<file path="src/include/edge_shim_defs.svh">
// Shared sizing macros for the write edge shim, included by the package and the RTL modules
`ifndef EDGE_SHIM_DEFS_SVH
`define EDGE_SHIM_DEFS_SVH

// ==================================================
// Write-data heap
// ==================================================

// Number of write-data slots parked at the edge
`define EDGE_HEAP_ENTRIES 16

// ==================================================
// Request fields
// ==================================================

// Width of one cache-line data beat
`define EDGE_LINE_BITS 64

// Width of the cache-line address
`define EDGE_ADDR_BITS 16

// Beats a sender may still issue after it sees almost-full
`define EDGE_ALM_FULL_THRESHOLD 4

`endif

</file>
<file path="src/edge_shim_pkg.sv">
// Request types for the write edge shim, imported by every module that carries write beats
`default_nettype none

`include "edge_shim_defs.svh"

package edge_shim_pkg;

    // Beat count code of a write packet
    // 0 means 1 beat, 1 means 2 beats and 3 means 4 beats, so the code is beats minus one
    typedef logic [1:0] cl_len_t;

    // Code of a single-beat write
    localparam cl_len_t CL_LEN_1 = 2'b00;

    // Index of one slot in the write-data heap
    typedef logic [$clog2(`EDGE_HEAP_ENTRIES)-1:0] heap_idx_t;

    // One cache-line data beat
    typedef logic [`EDGE_LINE_BITS-1:0] line_data_t;

    // One write beat on either edge
    // Inside the shim pipeline the low bits of data carry the heap slot of the sop beat
    typedef struct packed {
        logic                       valid;
        logic                       sop;
        cl_len_t                    cl_len;
        logic [`EDGE_ADDR_BITS-1:0] addr;
        line_data_t                 data;
    } wr_req_t;

endpackage

`default_nettype wire

</file>
<file path="src/write_data_heap.sv">
// Slot storage for write-data beats, filled in ring order at the AFU edge and read at the FIU edge
`default_nettype none
`timescale 1ns/1ps

`include "edge_shim_defs.svh"

module write_data_heap
#(
    parameter int N_ENTRIES = `EDGE_HEAP_ENTRIES
)
(
    input  logic                   clk,
    input  logic                   reset,

    // Store one beat at the next sequential slot
    input  logic                   enq,
    input  edge_shim_pkg::line_data_t enq_data,
    output logic                   not_full,
    output edge_shim_pkg::heap_idx_t  alloc_idx,

    // Registered read port, data follows the index by one cycle
    input  edge_shim_pkg::heap_idx_t  read_idx,
    output edge_shim_pkg::line_data_t read_data,

    // Return one slot
    input  logic                   free,
    input  edge_shim_pkg::heap_idx_t  free_idx
);

    import edge_shim_pkg::*;

    localparam int CNT_BITS = $clog2(N_ENTRIES + 1);

    // Slots that must stay free so a sender that sees not_full low can still finish
    localparam logic [CNT_BITS-1:0] MIN_FREE = CNT_BITS'(`EDGE_ALM_FULL_THRESHOLD + 1);

    line_data_t            mem [N_ENTRIES];
    logic [N_ENTRIES-1:0]  live;
    logic [CNT_BITS-1:0]   free_cnt;
    logic                  free_ok;

    // A slot returns to the pool only if it currently holds a beat
    assign free_ok  = free && live[free_idx];
    assign not_full = (free_cnt >= MIN_FREE);

    // ==================================================
    // Storage and read port
    // ==================================================

    always_ff @(posedge clk)
    begin
        if (enq)
        begin
            mem[alloc_idx] <= enq_data;
        end

        read_data <= mem[read_idx];
    end

    // ==================================================
    // Allocation and free tracking
    // ==================================================

    always_ff @(posedge clk)
    begin
        if (reset)
        begin
            alloc_idx <= '0;
            live      <= '0;
            free_cnt  <= CNT_BITS'(N_ENTRIES);
        end
        else
        begin
            // Slots are handed out in ring order, so one packet's beats sit side by side
            if (enq)
            begin
                alloc_idx       <= alloc_idx + 1'b1;
                live[alloc_idx] <= 1'b1;
            end

            if (free_ok)
            begin
                live[free_idx] <= 1'b0;
            end

            case ({enq, free_ok})
                2'b10:   free_cnt <= free_cnt - 1'b1;
                2'b01:   free_cnt <= free_cnt + 1'b1;
                default: free_cnt <= free_cnt;
            endcase
        end
    end

endmodule

`default_nettype wire

</file>
<file path="src/req_fifo.sv">
// Ring-buffer FIFO for request headers, used as the pipeline stand-in and as the edge header buffer
`default_nettype none
`timescale 1ns/1ps

`include "edge_shim_defs.svh"

module req_fifo
#(
    parameter type payload_t = logic [7:0],
    parameter int  N_ENTRIES = 8
)
(
    input  logic     clk,
    input  logic     reset,

    input  logic     enq,
    input  payload_t enq_data,
    output logic     alm_full,

    output payload_t first,
    output logic     not_empty,
    input  logic     deq
);

    localparam int PTR_BITS = (N_ENTRIES > 1) ? $clog2(N_ENTRIES) : 1;
    localparam int CNT_BITS = $clog2(N_ENTRIES + 1);

    // Occupancy at which the sender is told to stop
    localparam logic [CNT_BITS-1:0] ALM_LEVEL =
        CNT_BITS'(N_ENTRIES - `EDGE_ALM_FULL_THRESHOLD);

    payload_t            mem [N_ENTRIES];
    logic [PTR_BITS-1:0] wr_ptr;
    logic [PTR_BITS-1:0] rd_ptr;
    logic [CNT_BITS-1:0] count;

    // Step a pointer around the ring, which need not be a power of two deep
    function automatic logic [PTR_BITS-1:0] ptr_next(input logic [PTR_BITS-1:0] ptr);
        ptr_next = (ptr == PTR_BITS'(N_ENTRIES - 1)) ? '0 : ptr + 1'b1;
    endfunction

    assign first     = mem[rd_ptr];
    assign not_empty = (count != '0);
    assign alm_full  = (count >= ALM_LEVEL);

    always_ff @(posedge clk)
    begin
        if (enq)
        begin
            mem[wr_ptr] <= enq_data;
        end
    end

    always_ff @(posedge clk)
    begin
        if (reset)
        begin
            wr_ptr <= '0;
            rd_ptr <= '0;
            count  <= '0;
        end
        else
        begin
            if (enq)
            begin
                wr_ptr <= ptr_next(wr_ptr);
            end

            if (deq)
            begin
                rd_ptr <= ptr_next(rd_ptr);
            end

            case ({enq, deq})
                2'b10:   count <= count + 1'b1;
                2'b01:   count <= count - 1'b1;
                default: count <= count;
            endcase
        end
    end

endmodule

`default_nettype wire

</file>
<file path="src/write_edge_connect.sv">
// Write edge block that parks write data in a heap on entry and rebuilds every beat on exit
`default_nettype none
`timescale 1ns/1ps

`include "edge_shim_defs.svh"

module write_edge_connect
(
    input  logic                    clk,
    input  logic                    reset,

    // AFU side
    input  edge_shim_pkg::wr_req_t  afu_req,
    output logic                    afu_alm_full,

    // Entry of the shim pipeline
    output edge_shim_pkg::wr_req_t  pipe_in,
    input  logic                    pipe_alm_full,

    // Exit of the shim pipeline
    input  edge_shim_pkg::wr_req_t  pipe_first,
    input  logic                    pipe_not_empty,
    output logic                    pipe_deq,

    // FIU side
    output edge_shim_pkg::wr_req_t  fiu_req,
    input  logic                    fiu_alm_full
);

    import edge_shim_pkg::*;

    localparam int OUT_FIFO_ENTRIES = `EDGE_ALM_FULL_THRESHOLD + 2;

    logic       heap_not_full;
    heap_idx_t  heap_alloc_idx;
    line_data_t heap_rd_data;

    wr_req_t    out_first;
    logic       out_not_empty;
    logic       out_deq;
    logic       out_alm_full;

    // Stages 2 and 3 carry the heap slot in the data field of the request
    wr_req_t    stg1_req;
    wr_req_t    stg2_req;
    wr_req_t    stg3_req;
    logic       stg1_sop;
    cl_len_t    stg1_beats_rem;
    heap_idx_t  stg1_idx;
    logic       stg1_data_rdy;

    logic       fire;
    logic       packet_done;

    // Every beat is stored here
    // Stage 2 reads the slot of its beat and stage 3 gives the slot back
    write_data_heap #(
        .N_ENTRIES (`EDGE_HEAP_ENTRIES)
    ) heap_i (
        .clk       (clk),
        .reset     (reset),
        .enq       (afu_req.valid),
        .enq_data  (afu_req.data),
        .not_full  (heap_not_full),
        .alloc_idx (heap_alloc_idx),
        .read_idx  (heap_idx_t'(stg2_req.data)),
        .read_data (heap_rd_data),
        .free      (stg3_req.valid),
        .free_idx  (heap_idx_t'(stg3_req.data))
    );

    // ==================================================
    // AFU edge
    // ==================================================

    assign afu_alm_full = pipe_alm_full || !heap_not_full;

    always_comb
    begin
        pipe_in = afu_req;
        // The data now lives in the heap, so only its slot travels on
        pipe_in.data = line_data_t'(heap_alloc_idx);
        // Only the sop beat enters the pipeline and the rest are rebuilt at the exit
        pipe_in.valid = afu_req.valid && (afu_req.sop || (afu_req.cl_len == CL_LEN_1));
    end

    // ==================================================
    // FIU edge
    // ==================================================

    // Headers leave the pipeline into a local buffer, since the exit stalls on long packets
    assign pipe_deq = pipe_not_empty && !out_alm_full;

    req_fifo #(
        .payload_t (wr_req_t),
        .N_ENTRIES (OUT_FIFO_ENTRIES)
    ) out_fifo_i (
        .clk       (clk),
        .reset     (reset),
        .enq       (pipe_deq),
        .enq_data  (pipe_first),
        .alm_full  (out_alm_full),
        .first     (out_first),
        .not_empty (out_not_empty),
        .deq       (out_deq)
    );

    always_comb
    begin
        // Ready data implies stage 1 holds a valid header
        fire        = !fiu_alm_full && stg1_data_rdy;
        packet_done = fire && (stg1_beats_rem == '0);
        // Load a header when stage 1 is idle or its last beat goes this cycle
        out_deq     = out_not_empty && (packet_done || !stg1_req.valid);
    end

    always_ff @(posedge clk)
    begin
        if (reset)
        begin
            stg1_req       <= '0;
            stg1_sop       <= 1'b1;
            stg1_beats_rem <= '0;
            stg1_idx       <= '0;
            stg1_data_rdy  <= 1'b0;
            stg2_req       <= '0;
            stg3_req       <= '0;
        end
        else
        begin
            if (out_deq)
            begin
                stg1_req       <= out_first;
                stg1_sop       <= 1'b1;
                stg1_beats_rem <= out_first.cl_len;
                stg1_idx       <= heap_idx_t'(out_first.data);
                // The sop slot was written before its header entered the pipeline
                stg1_data_rdy  <= out_first.valid;
            end
            else if (packet_done)
            begin
                stg1_req.valid <= 1'b0;
                stg1_data_rdy  <= 1'b0;
            end
            else if (fire)
            begin
                // In the middle of a packet the next beat sits in the next consecutive slot
                stg1_sop       <= 1'b0;
                stg1_beats_rem <= stg1_beats_rem - 1'b1;
                stg1_idx       <= stg1_idx + 1'b1;
                stg1_data_rdy  <= ((stg1_idx + 1'b1) != heap_alloc_idx);
            end
            else
            begin
                // Wait until the AFU has written the slot
                stg1_data_rdy  <= stg1_req.valid && (stg1_idx != heap_alloc_idx);
            end

            if (fire)
            begin
                stg2_req      <= stg1_req;
                stg2_req.sop  <= stg1_sop;
                stg2_req.data <= line_data_t'(stg1_idx);
            end
            else
            begin
                stg2_req.valid <= 1'b0;
            end

            stg3_req <= stg2_req;
        end
    end

    // The registered heap read lines up with stage 3
    always_comb
    begin
        fiu_req      = stg3_req;
        fiu_req.data = heap_rd_data;
    end

endmodule

`default_nettype wire

</file>
<file path="src/edge_shim_top.sv">
// Top level of the write edge shim, closing the pipeline between the AFU and FIU edges with a FIFO
`default_nettype none
`timescale 1ns/1ps

`include "edge_shim_defs.svh"

module edge_shim_top
(
    input  logic                   clk,
    input  logic                   reset,

    // AFU side
    input  edge_shim_pkg::wr_req_t afu_req,
    output logic                   afu_alm_full,

    // FIU side
    output edge_shim_pkg::wr_req_t fiu_req,
    input  logic                   fiu_alm_full
);

    import edge_shim_pkg::*;

    // Depth of the FIFO that stands in for the rest of the shim pipeline
    localparam int PIPE_ENTRIES = 2 * `EDGE_ALM_FULL_THRESHOLD;

    wr_req_t pipe_in;
    logic    pipe_alm_full;
    wr_req_t pipe_out;
    logic    pipe_not_empty;
    logic    pipe_deq;

    write_edge_connect edge_i (
        .clk            (clk),
        .reset          (reset),
        .afu_req        (afu_req),
        .afu_alm_full   (afu_alm_full),
        .pipe_in        (pipe_in),
        .pipe_alm_full  (pipe_alm_full),
        .pipe_first     (pipe_out),
        .pipe_not_empty (pipe_not_empty),
        .pipe_deq       (pipe_deq),
        .fiu_req        (fiu_req),
        .fiu_alm_full   (fiu_alm_full)
    );

    // Headers only, each carrying its heap slot instead of data
    req_fifo #(
        .payload_t (wr_req_t),
        .N_ENTRIES (PIPE_ENTRIES)
    ) pipe_fifo_i (
        .clk       (clk),
        .reset     (reset),
        .enq       (pipe_in.valid),
        .enq_data  (pipe_in),
        .alm_full  (pipe_alm_full),
        .first     (pipe_out),
        .not_empty (pipe_not_empty),
        .deq       (pipe_deq)
    );

endmodule

`default_nettype wire

</file>
<file path="config.mk">
export PLATFORM = sky130hd
export DESIGN_NAME = edge_shim_top
export DESIGN_NICKNAME = d
export VERILOG_FILES = /design/src/edge_shim_pkg.sv /design/src/write_data_heap.sv /design/src/req_fifo.sv /design/src/write_edge_connect.sv /design/src/edge_shim_top.sv
export VERILOG_INCLUDE_DIRS = /design/src /design/src/include
export SDC_FILE = /design/constraint.sdc
export NUM_CORES = 1
export LEC_CHECK = 0
export BUFFER_PORTS_ARGS = -buffer_cell sky130_fd_sc_hd__buf_2
export CAP_MARGIN = 20
export CORE_MARGIN = 1.5
export CORE_UTILIZATION = 40
export DETAILED_ROUTE_END_ITERATION = 6
export GPL_TIMING_DRIVEN = 0
export HOLD_SLACK_MARGIN = 0.05
export PLACE_DENSITY = 0.66
export SETUP_SLACK_MARGIN = 0.15
export SLEW_MARGIN = 40
export SYNTH_ARGS = -nofsm -noshare
export SYNTH_HDL_FRONTEND = slang
export SYNTH_SLANG_ARGS = --single-unit
</file>
<file path="constraint.sdc">
create_clock -name clk -period 11.8 [get_ports clk]
set_clock_uncertainty 0.1 [all_clocks]
set_input_delay 1.18 -clock clk [delete_from_list [all_inputs] [get_ports clk]]
set_output_delay 1.18 -clock clk [all_outputs]
set_load 0.02 [all_outputs]
</file>
# [Word-level counts from Yosys, hierarchy flattened]
# Memories as Yosys holds them, arrays and structs flattened. A register that Yosys moved wholly into a read port is not among the register bits.
# Index checks and enable logic that the tools add are counted.
[word_totals] regBits=119 latch_bits=0 mem_bits_rw=1720 rom_bits=0 input_bits=87 output_inout_bits=85 wordCells=133 n_memories=3
[classes] add_sub_neg=13 mul=0 div=0 magnitude_cmp=7 n_eq_ne=13 shift=0 muxes=37 bitwise_logic=5 n_reduce_logical=29
[memory_table] name="edge_i.heap_i.mem" depth=16 width=64 read_ports=1 rd_ports_with_merged_regs=1 wr=1 line_no="write_data_heap.sv:37" text="line_data_t mem [N_ENTRIES];"
[memory_table] name="edge_i.out_fifo_i.mem" depth=6 width=84 read_ports=1 rd_ports_with_merged_regs=1 wr=1 line_no="req_fifo.sv:32" text="payload_t mem [N_ENTRIES];"
[memory_table] name="pipe_fifo_i.mem" depth=8 width=24 read_ports=1 rd_ports_with_merged_regs=1 wr=1 line_no="req_fifo.sv:32"
[op_table] cell="$mux 16" n=3
[op_table] cell="$mux 3" n=8
[op_table] cell="$and 16x16->16" n=1
[op_table] cell="$not 16->16" n=1
[op_table] cell="$or 16x16->16" n=1
[op_table] cell="$add 3x1->3 const B" n=5
[op_table] cell="$mux 1" n=14
[op_table] cell="$add 4x1->4 const B" n=3
[op_table] cell="$eq 3x3->1 const B" n=4
[op_table] cell="$mux 4" n=3
[op_table] cell="$lt 4x5->1 const B" n=2
[op_table] cell="$pmux 5 s2" n=1
[op_table] cell="$reduce_bool 2->1" n=5
[op_table] cell="$logic_and 1x1->1" n=9
[op_table] cell="$demux 1 s4" n=2
[op_table] cell="$ge 4x1->1 const B" n=2
[op_table] cell="$ne 4x4->1" n=2
[op_table] cell="$pmux 4 s2" n=1
[op_table] cell="$eq 2x1->1 const B" n=3
[op_table] cell="$eq 2x2->1 const B" n=3
[op_table] cell="$mux 2" n=3
[op_table] cell="$pmux 3 s2" n=1
[op_table] cell="$add 5x1->5 const B" n=1
[op_table] cell="$ge 5x3->1 const B" n=1
[op_table] cell="other kinds (16)" n=25

# [Longest topological paths before layout]
# Gate-level depths: netlist (run 1).
[logic_depth] depth_word=9 ltp_mapped=12 depth_no_buf=11

# [Modules after synthesis]
# A second synthesis (run 1) with hierarchy kept.
[hier_totals] cells_unflattened=4069 area_unflattened_um2=89933.8
[modules_own_cells] module="write_data_heap" n_inst=1 cells_per_inst=1783 area_per_inst_um2=40881.7 seq_area_each_um2=32531.2
[modules_own_cells] module="req_fifo at pipe_fifo_i" n_inst=1 cells_per_inst=1045 area_per_inst_um2=25847.3 seq_area_each_um2=20439.6
[modules_own_cells] module="req_fifo at edge_i.out_fifo_i" n_inst=1 cells_per_inst=848 area_per_inst_um2=19855.3 seq_area_each_um2=15374.7
[modules_own_cells] module="write_edge_connect" n_inst=1 cells_per_inst=393 area_per_inst_um2=3349.5 seq_area_each_um2=1501.4

# [Least setup slack after synthesis (run 1)]
# OpenSTA, ideal clock, no wires.
[synth_path] kind="input to register" start="input port afu_req[83] (netlist name)" end="memory edge_i.heap_i.mem[11][0] (netlist name) (enable)" setup_time_ns=0.580 t_arrival_ns=6.313 t_required_ns=11.120 path_slack_ns=4.807 cell_stages=3 n_path_buf=1 cell_sequence="clkbuf_1 > nand2_1 > nor3b_1"
[synth_between] elab_chain_cells=2
[synth_rtl] item="start: declaration" line_no="edge_shim_top.sv:13" text="input edge_shim_pkg::wr_req_t afu_req,"
[synth_rtl] item="$mux 1" line_no="write_data_heap.sv:52" text="if (enq)"
[synth_rtl] item="$mux 1 (not written as such)" line_no="write_data_heap.sv:54" text="mem[alloc_idx] <= enq_data;"
[synth_rtl] item="end: declaration" line_no="write_data_heap.sv:37"
# Every way passes these cells.

# [Worst setup path in the final report (run 1)]
[layout_path] start="input port afu_req[83] (netlist name)" end="memory pipe_fifo_i.mem[2][14] (netlist name) (enable)"
[layout_between] elab_chain_cells=3
[layout_rtl] item="$logic_and 1x1->1" line_no="write_edge_connect.sv:84" text="pipe_in.valid = afu_req.valid && (afu_req.sop || (afu_req.cl_len == CL_LEN_1));"
[layout_rtl] item="named net pipe_fifo_i.enq" line_no="req_fifo.sv:16" text="input logic enq,"
[layout_rtl] item="$mux 1" line_no="req_fifo.sv:48" text="if (enq)"
[layout_rtl] item="$mux 1 (not written as such)" line_no="req_fifo.sv:50" text="mem[wr_ptr] <= enq_data;"
[layout_rtl] item="end: declaration" line_no="req_fifo.sv:32"
# The timed path passes the listed nets, and every way through them passes these cells.

==> flow_summary_export.csv, run 1 <==
group,metric,value,unit
grt,grt_usage,0.174,
setup_path,cp.arrival,3.88,ns
cells_and_area,finalNetCount,3065,
sta,grt_setup_unrepaired,"no",
min_path,hp-class,"flop to flop",
grt,grt_max_degree,28,
placed_design,placed_area,61300,um^2
cells_and_area,stdcell_area,66300,um^2
sta,slew_viol_final,0,
setup_path,rr_startpoint,"edge_i.stg3_req[1]",
die,rows,138,
synthesis,synth_flop_cell,"edfxtp_1",
routing,num_vias,26600,
cells_and_area,area_growth,16.7,%
routing,remaining_drc_errors,0,
clock_network,ctsRootBufferMaster,"clkbuf_16",
synthesis,syn_area_per_cell,22.4,um^2
placed_design,gp_congestion,0.734,
cells_and_area,seq_area,44200,um^2
setup_path,crit_slowest_cell,"clkbuf_1",
sta,min_period_over_period,0.295,
routing,first_pass_iters,5,
min_path,hold_path_depth,2,
die,ios,172,
sta,relSlewSlack,0.415,
synthesis,synth_commonest_cells,"edfxtp_1, mux4_2, dfxtp_1",
routing,ant_nets,0,
die,die_y,380,um
synthesis,synth_cell_types,49,
setup_path,worst-r2r-setup-slack,8.40,ns
setup_path,cp.required,12.20,ns
routing,post_drt_wl_per_cell,25.1,um
synthesis,synth_edf_count,1346,
power_and_ir_drop,switching_power,2930,uW
cells_and_area,fill_cells,11700,
clock_network,cts_resized,0,
synthesis,yosys.area.top_type,"edfxtp_1",
setup_path,cp_common_cell,"buf_4",
setup_path,rr_worst_depth,11,
die,initial_core_util,0.403,
synthesis,synth_top_area_frac,0.711,
clock_network,cts_buffers,154,
clock_network,insertion_delay,0.78,ns
clock_network,clock_sinks,1535,
min_path,hold_start,"edge_i.stg2_req[65]",
clock_network,tritoncts,"done",
power_and_ir_drop,pwr-share-comb,0.110,
power_and_ir_drop,irDropWorstVdd,0.148,mV
power_and_ir_drop,power.density,187,nW/um^2
power_and_ir_drop,p_seq_frac,0.509,
routing,viasPerCell,5.33,
setup_path,path_class,"primary input to flop",
sta,setup_viol,0,
synthesis,synth-async-reset-ratio,0,
setup_path,cp_max_fo,11,
run_status,outcome,"finished clean",
sta,fin_setup_tns,0,ns
clock_network,clock_path_buffers,3,
sta,whs,0.348,ns
clock_network,cts_hold_buf,0,
run,drv_cap,0,
synthesis,yosys-top-cells-area,"edfxtp_1, mux4_2, dfxtp_1",
setup_path,worstReg2RegEnd,"edge_i.heap_i.free_cnt[4]",
power_and_ir_drop,switching_share,0.236,
synthesis,syn_area,56800,um^2
sta,tightest_slew,0.878,ns
synthesis,synthMostInstantiatedCell,"edfxtp_1",
power_and_ir_drop,p_leak,0.0210,uW
clock_network,cts_setup_buffers,0,
power_and_ir_drop,p_clk_frac,0.380,
die,die-area,144000,um^2
cells_and_area,multi_input_area,12100,um^2
sta,final.min_clock_period,3.48,ns
setup_path,crit_path_end_kind,"flop",
synthesis,synth_nets,2647,
die,placeableCoreArea,141000,um^2
routing,routed_wl,125,mm
sta,hold_viol_final,0,
grt,grt_pass1_wl,184,mm
grt,grt_pass1_vias,27600,
power_and_ir_drop,finalPower,12400,uW
placed_design,port_buffers,170,
setup_path,crit_chain,"clkbuf_1 -> o21ai_2 -> inv_1 -> nand2_1 -> nor3_2 -> buf_4 -> buf_2 -> buf_4",
clock_network,clk_pin_slew,0.06,ns
routing,first_iter_violations,2526,
setup_path,cpPeakStageDelay,0.52,ns
synthesis,ys_warn_count,0,
grt,globalRoute.totalOverflow,0,
power_and_ir_drop,p_int,9470,uW
cells_and_area,drive_gt1_frac,0.334,
clock_network,cts_max_level,4,
sta,max_freq,0.287,GHz
placed_design,hpwl,78.3,mm
cells_and_area,final_util,0.470,
synthesis,synth.ff_latch_count,1535,
die,die_x,380,um
setup_path,critPathLaunchType,"primary input",
synthesis,seq_area_frac_synth,0.778,
grt,antenna_found_initial,25,
min_path,worstHoldEndpoint,"edge_i.stg2_req[65]",
synthesis,syn_inst,2539,
[worst max path at each step]
stage                            start  cells after the start                   endpoint
floorplan                  afu_req[83]                      3   edge_i.heap_i.mem[11][0]
CTS                        afu_req[83]                      8     pipe_fifo_i.mem[2][14]
global route        edge_i.stg3_req[1]                     11  edge_i.heap_i.free_cnt[4]
detailed placement         afu_req[83]                      8      pipe_fifo_i.mem[2][8]
finish                     afu_req[83]                      8     pipe_fifo_i.mem[2][14]
global placement           afu_req[83]                      3  edge_i.heap_i.mem[11][48]
[state kept, by name (all words and copies together), names as in the netlist, 4 cells and up, named ones only]
register / cells
edge_i.heap_i.mem: 1024
pipe_fifo_i.mem: 184
edge_i.out_fifo_i.mem: 138
edge_i.heap_i.read_data: 64
edge_i.stg2_req: 24
edge_i.fiu_req: 20
edge_i.stg1_req: 19
edge_i.heap_i.live: 16
edge_i.heap_i.free_cnt: 5
edge_i.heap_i.alloc_idx: 4
edge_i.stg1_idx: 4
edge_i.stg3_req: 4
pipe_fifo_i.count: 4
[cell usage in the layout, fill, tap and decap left out, types with 14 or more instances in the layout]
master	instances
clkbuf_8	20
clkinv_1	16
a211oi_1	18
a21oi_1	52
clkinv_2	18
nor2_1	76
mux4_2	393
dfxtp_1	189
xor2_1	14
buf_2	221
edfxtp_1	1346
buf_6	15
clkbuf_1	108
nor2b_1	28
nor3_1	23
buf_12	33
nand2_1	72
mux2_2	63
inv_1	15
ha_1	18
buf_4	40
clkbuf_16	156
[cell families (layout without fill, tap and decap cells)]
family,Yosys count,count (layout),share of synthesized area
flip-flops,1535,1535,0.778
AND/OR/NAND/NOR,262,262,0.0223
XOR/XNOR,21,21,0.00324
multiplexers,466,466,0.170
buffers and inverters,144,694,0.0126
adder cells (fa/ha/maj),21,21,0.00502
other,0,4,0
AO/OA/AOI/OAI,90,90,0.00940
[area by class of cell]
type / instances / area share
repair buffers: 262 / 0.0299
plain buffers: 126 / 0.0101
clock inverters: 54 / 0.00832
clock buffers: 234 / 0.0664
inverters: 18 / 0.00102
well taps: 1890 / 0.0357
flip-flops and latches: 1535 / 0.666
multi-input cells: 860 / 0.182
diodes: 4 / 0.000151
[per-stage QoR]
stage / setup WS, ns / cells
detailed placement: 7.53 / 4690
finish: 8.32 / 4983
floorplan: 4.81 / 2539
CTS: 8.36 / 4978
global route: 8.18 / 4982
global placement: -2.16 / 4599
[metal layers]
layer  GRT usage  up-vias  share of wire
met5           0        -         0.0013
met4      0.0523       26          0.023
met3      0.0442      206          0.076
met2       0.291      901           0.50
met1       0.225    14100           0.40
li1            -    11400              -
[worst max-delay path, delay by kind of cell]
family,cells,cell delay (ns)
AND/OR/NAND/NOR,2,0.77
buffers and inverters,5,1.55
AO/OA/AOI/OAI,1,0.36
[power by group through the flow]
stage                     clock network (uW)  registers [uW]  logic [uW]
final                                   4720            6320        1370
after detailed placement                   0            6430        1390
after global placement                     0            6440        1340
after global routing                    5020            6340        1500
after floorplan                            0            6440         889
after CTS                               4810            6320        1390
Note: power is estimated with default switching activity, not from simulation.
==> inputs of run 2 (changes only) <==
==> constraint.sdc (replaced) <==
create_clock -name clk -period 3.3 [get_ports clk]
set_clock_uncertainty 0.1 [all_clocks]
set_input_delay 0.33 -clock clk [delete_from_list [all_inputs] [get_ports clk]]
set_output_delay 0.33 -clock clk [all_outputs]
set_load 0.02 [all_outputs]
==> flow_summary_export.csv, run 2 (synthesis gave the netlist of run 1 again) <==
group,metric,value,unit
run_status,outcome,"finished clean",
sta,setup_viol,0,
placed_design,hpwl,79.0,mm
die,die-area,144000,um^2
grt,globalRoute.totalOverflow,0,
routing,first_pass_iters,6,
setup_path,rr_worst_depth,11,
die,rows,138,
routing,num_vias,26800,
power_and_ir_drop,p_leak,0.0214,uW
cells_and_area,reg.largest.list,"edge_i.heap_i.mem: 1024 flops, pipe_fifo_i.mem: 184 flops, edge_i.out_fifo_i.mem: 138 flops",
die,die_x,380,um
setup_path,worst-r2r-setup-slack,0.18,ns
clock_network,insertion_delay,0.79,ns
setup_path,critPathLaunchType,"flop",
min_path,hold_start,"afu_req[72]",
grt,grt_usage,0.178,
min_path,hp-class,"primary input to flop",
cells_and_area,finalNetCount,3141,
cells_and_area,mostFrequentLayoutCell,"edfxtp_1",
cells_and_area,top_register,"edge_i.heap_i.mem",
routing,first_iter_violations,2775,
routing,highest_layer,"met5",
power_and_ir_drop,irDropWorstVdd,0.545,mV
die,die_y,380,um
setup_path,cp_max_fo,8,
placed_design,placed_area,61400,um^2
placed_design,port_buffers,170,
routing,routed_wl,127,mm
routing,ant_nets,0,
cells_and_area,stdcell_area,67300,um^2
clock_network,tritoncts,"done",
min_path,worstHoldEndpoint,"pipe_fifo_i.mem[5][12]",
min_path,hold_path_depth,2,
clock_network,cts_buffers,153,
routing,dr_wl_met2,62.0,mm
routing,viasPerCell,5.30,
clock_network,ctsRootBufferMaster,"clkbuf_16",
sta,fin_setup_tns,0,ns
clock_network,clock_path_buffers,3,
setup_path,rr_startpoint,"edge_i.stg3_req[0]",
cells_and_area,largest_reg_flops,1024,
clock_network,clk_pin_slew,0.06,ns
setup_path,crit_path_end_kind,"flop",
sta,min_period_over_period,0.945,
grt,grt_pass1_wl,188,mm
routing,post_drt_wl_per_cell,25.2,um
routing,wl_met1,53.7,mm
sta,final.min_clock_period,3.12,ns
run,drv_cap,0,
sta,tightest_slew,0.868,ns
sta,grt_setup_unrepaired,"yes",
setup_path,cp.required,3.90,ns
clock_network,cts_max_level,4,
sta,slew_viol_final,0,
sta,max_freq,0.321,GHz
placed_design,gp_congestion,0.739,
grt,grt_max_degree,27,
sta,whs,0.235,ns
setup_path,worstReg2RegEnd,"edge_i.heap_i.free_cnt[4]",
grt,antenna_found_initial,7,
die,ios,172,
cells_and_area,layout_common_cells,"edfxtp_1, mux4_2, buf_2",
die,initial_core_util,0.403,
routing,remaining_drc_errors,0,
sta,hold_viol_final,0,
setup_path,path_class,"flop to flop",
sta,relSlewSlack,0.421,
routing,wl_met3,9.03,mm
grt,grt_pass1_vias,27900,
power_and_ir_drop,power.density,663,nW/um^2
power_and_ir_drop,finalPower,44600,uW
cells_and_area,area_growth,18.5,%
die,placeableCoreArea,141000,um^2
cells_and_area,drive_gt1_frac,0.327,
setup_path,cp.arrival,3.72,ns
clock_network,clock_sinks,1535,
==> run 2: cell count changes in the layout (fill, tap and decap cells not counted), sizes merged <==
cell         previous run  this run
bufinv                  2         7
clkbuf                297       281
inv                    26        23
clkinvlp                2         3
buf                   325       315
clkinv                 42        51
dlygate4sd3             0        86
==> run 2: power by group <==
group          internal [uW]  switching, uW
logic                   2240           2860
registers              22200            384
clock network           9550           7410
==> run 2: worst max path at each step <==
stage,cells past startpoint,startpoint,endpoint,slack (ns)
4_1_cts,11,edge_i.stg3_req[0],edge_i.heap_i.free_cnt[4],0.04
2_1_floorplan,4,afu_req[83],edge_i.heap_i.mem[0][0],0.16
3_5_place_dp,11,edge_i.stg3_req[0],edge_i.heap_i.free_cnt[4],-0.07
5_1_grt,11,edge_i.stg3_req[0],edge_i.heap_i.free_cnt[4],0.09
3_3_place_gp,4,afu_req[83],edge_i.heap_i.mem[2][52],-2.48
6_report,11,edge_i.stg3_req[0],edge_i.heap_i.free_cnt[4],0.18
==> run 2: per-layer routing <==
layer  track usage  vias to the layer above
met3        0.0305                      181
met4        0.0520                        6
li1              -                    11500
met2         0.286                      989
met1         0.250                    14100
met5             0                        -
==> run 2: metrics by stage <==
stage          cells  setup slack [ns]  utilization
5_1_grt         5051            0.0946        0.477
3_3_place_gp    4599             -2.48        0.426
2_1_floorplan   2539             0.157            -
6_report        5055             0.180        0.477
4_1_cts         5045            0.0400        0.476
3_5_place_dp    4677           -0.0715        0.435
==> run 2: worst max-delay path: stages (launching register included) <==
cell     delay, ns
dfxtp_1       0.32
buf_6         0.14
mux4_2        0.49
and3b_2       0.25
o41a_1        0.46
ha_2          0.21
inv_4         0.08
ha_4          0.21
a21o_1        0.18
a21oi_1       0.19
mux2i_1       0.24
mux2i_1       0.19
==> run 2: what timing repair did <==
item | CTS | global route
endpoints found under the setup margin | 48 | 18
buffers inserted | 0 | 4
hold endpoints to repair | 1184 | 0
pin swaps | 0 | 1
hold buffers | 86 | 0
resized for setup | 8 | 13
==> run 2: final cells by class <==
cell class	instances	area, um^2
clock buffer	217	4200
multi-input combinational	860	12100
clock inverter	66	763
fill	11500	73900
buffer	125	684
timing repair buffer	340	2900
inverter	18	73.8
antenna	4	10.0
tap	1890	2360
sequential	1535	44200
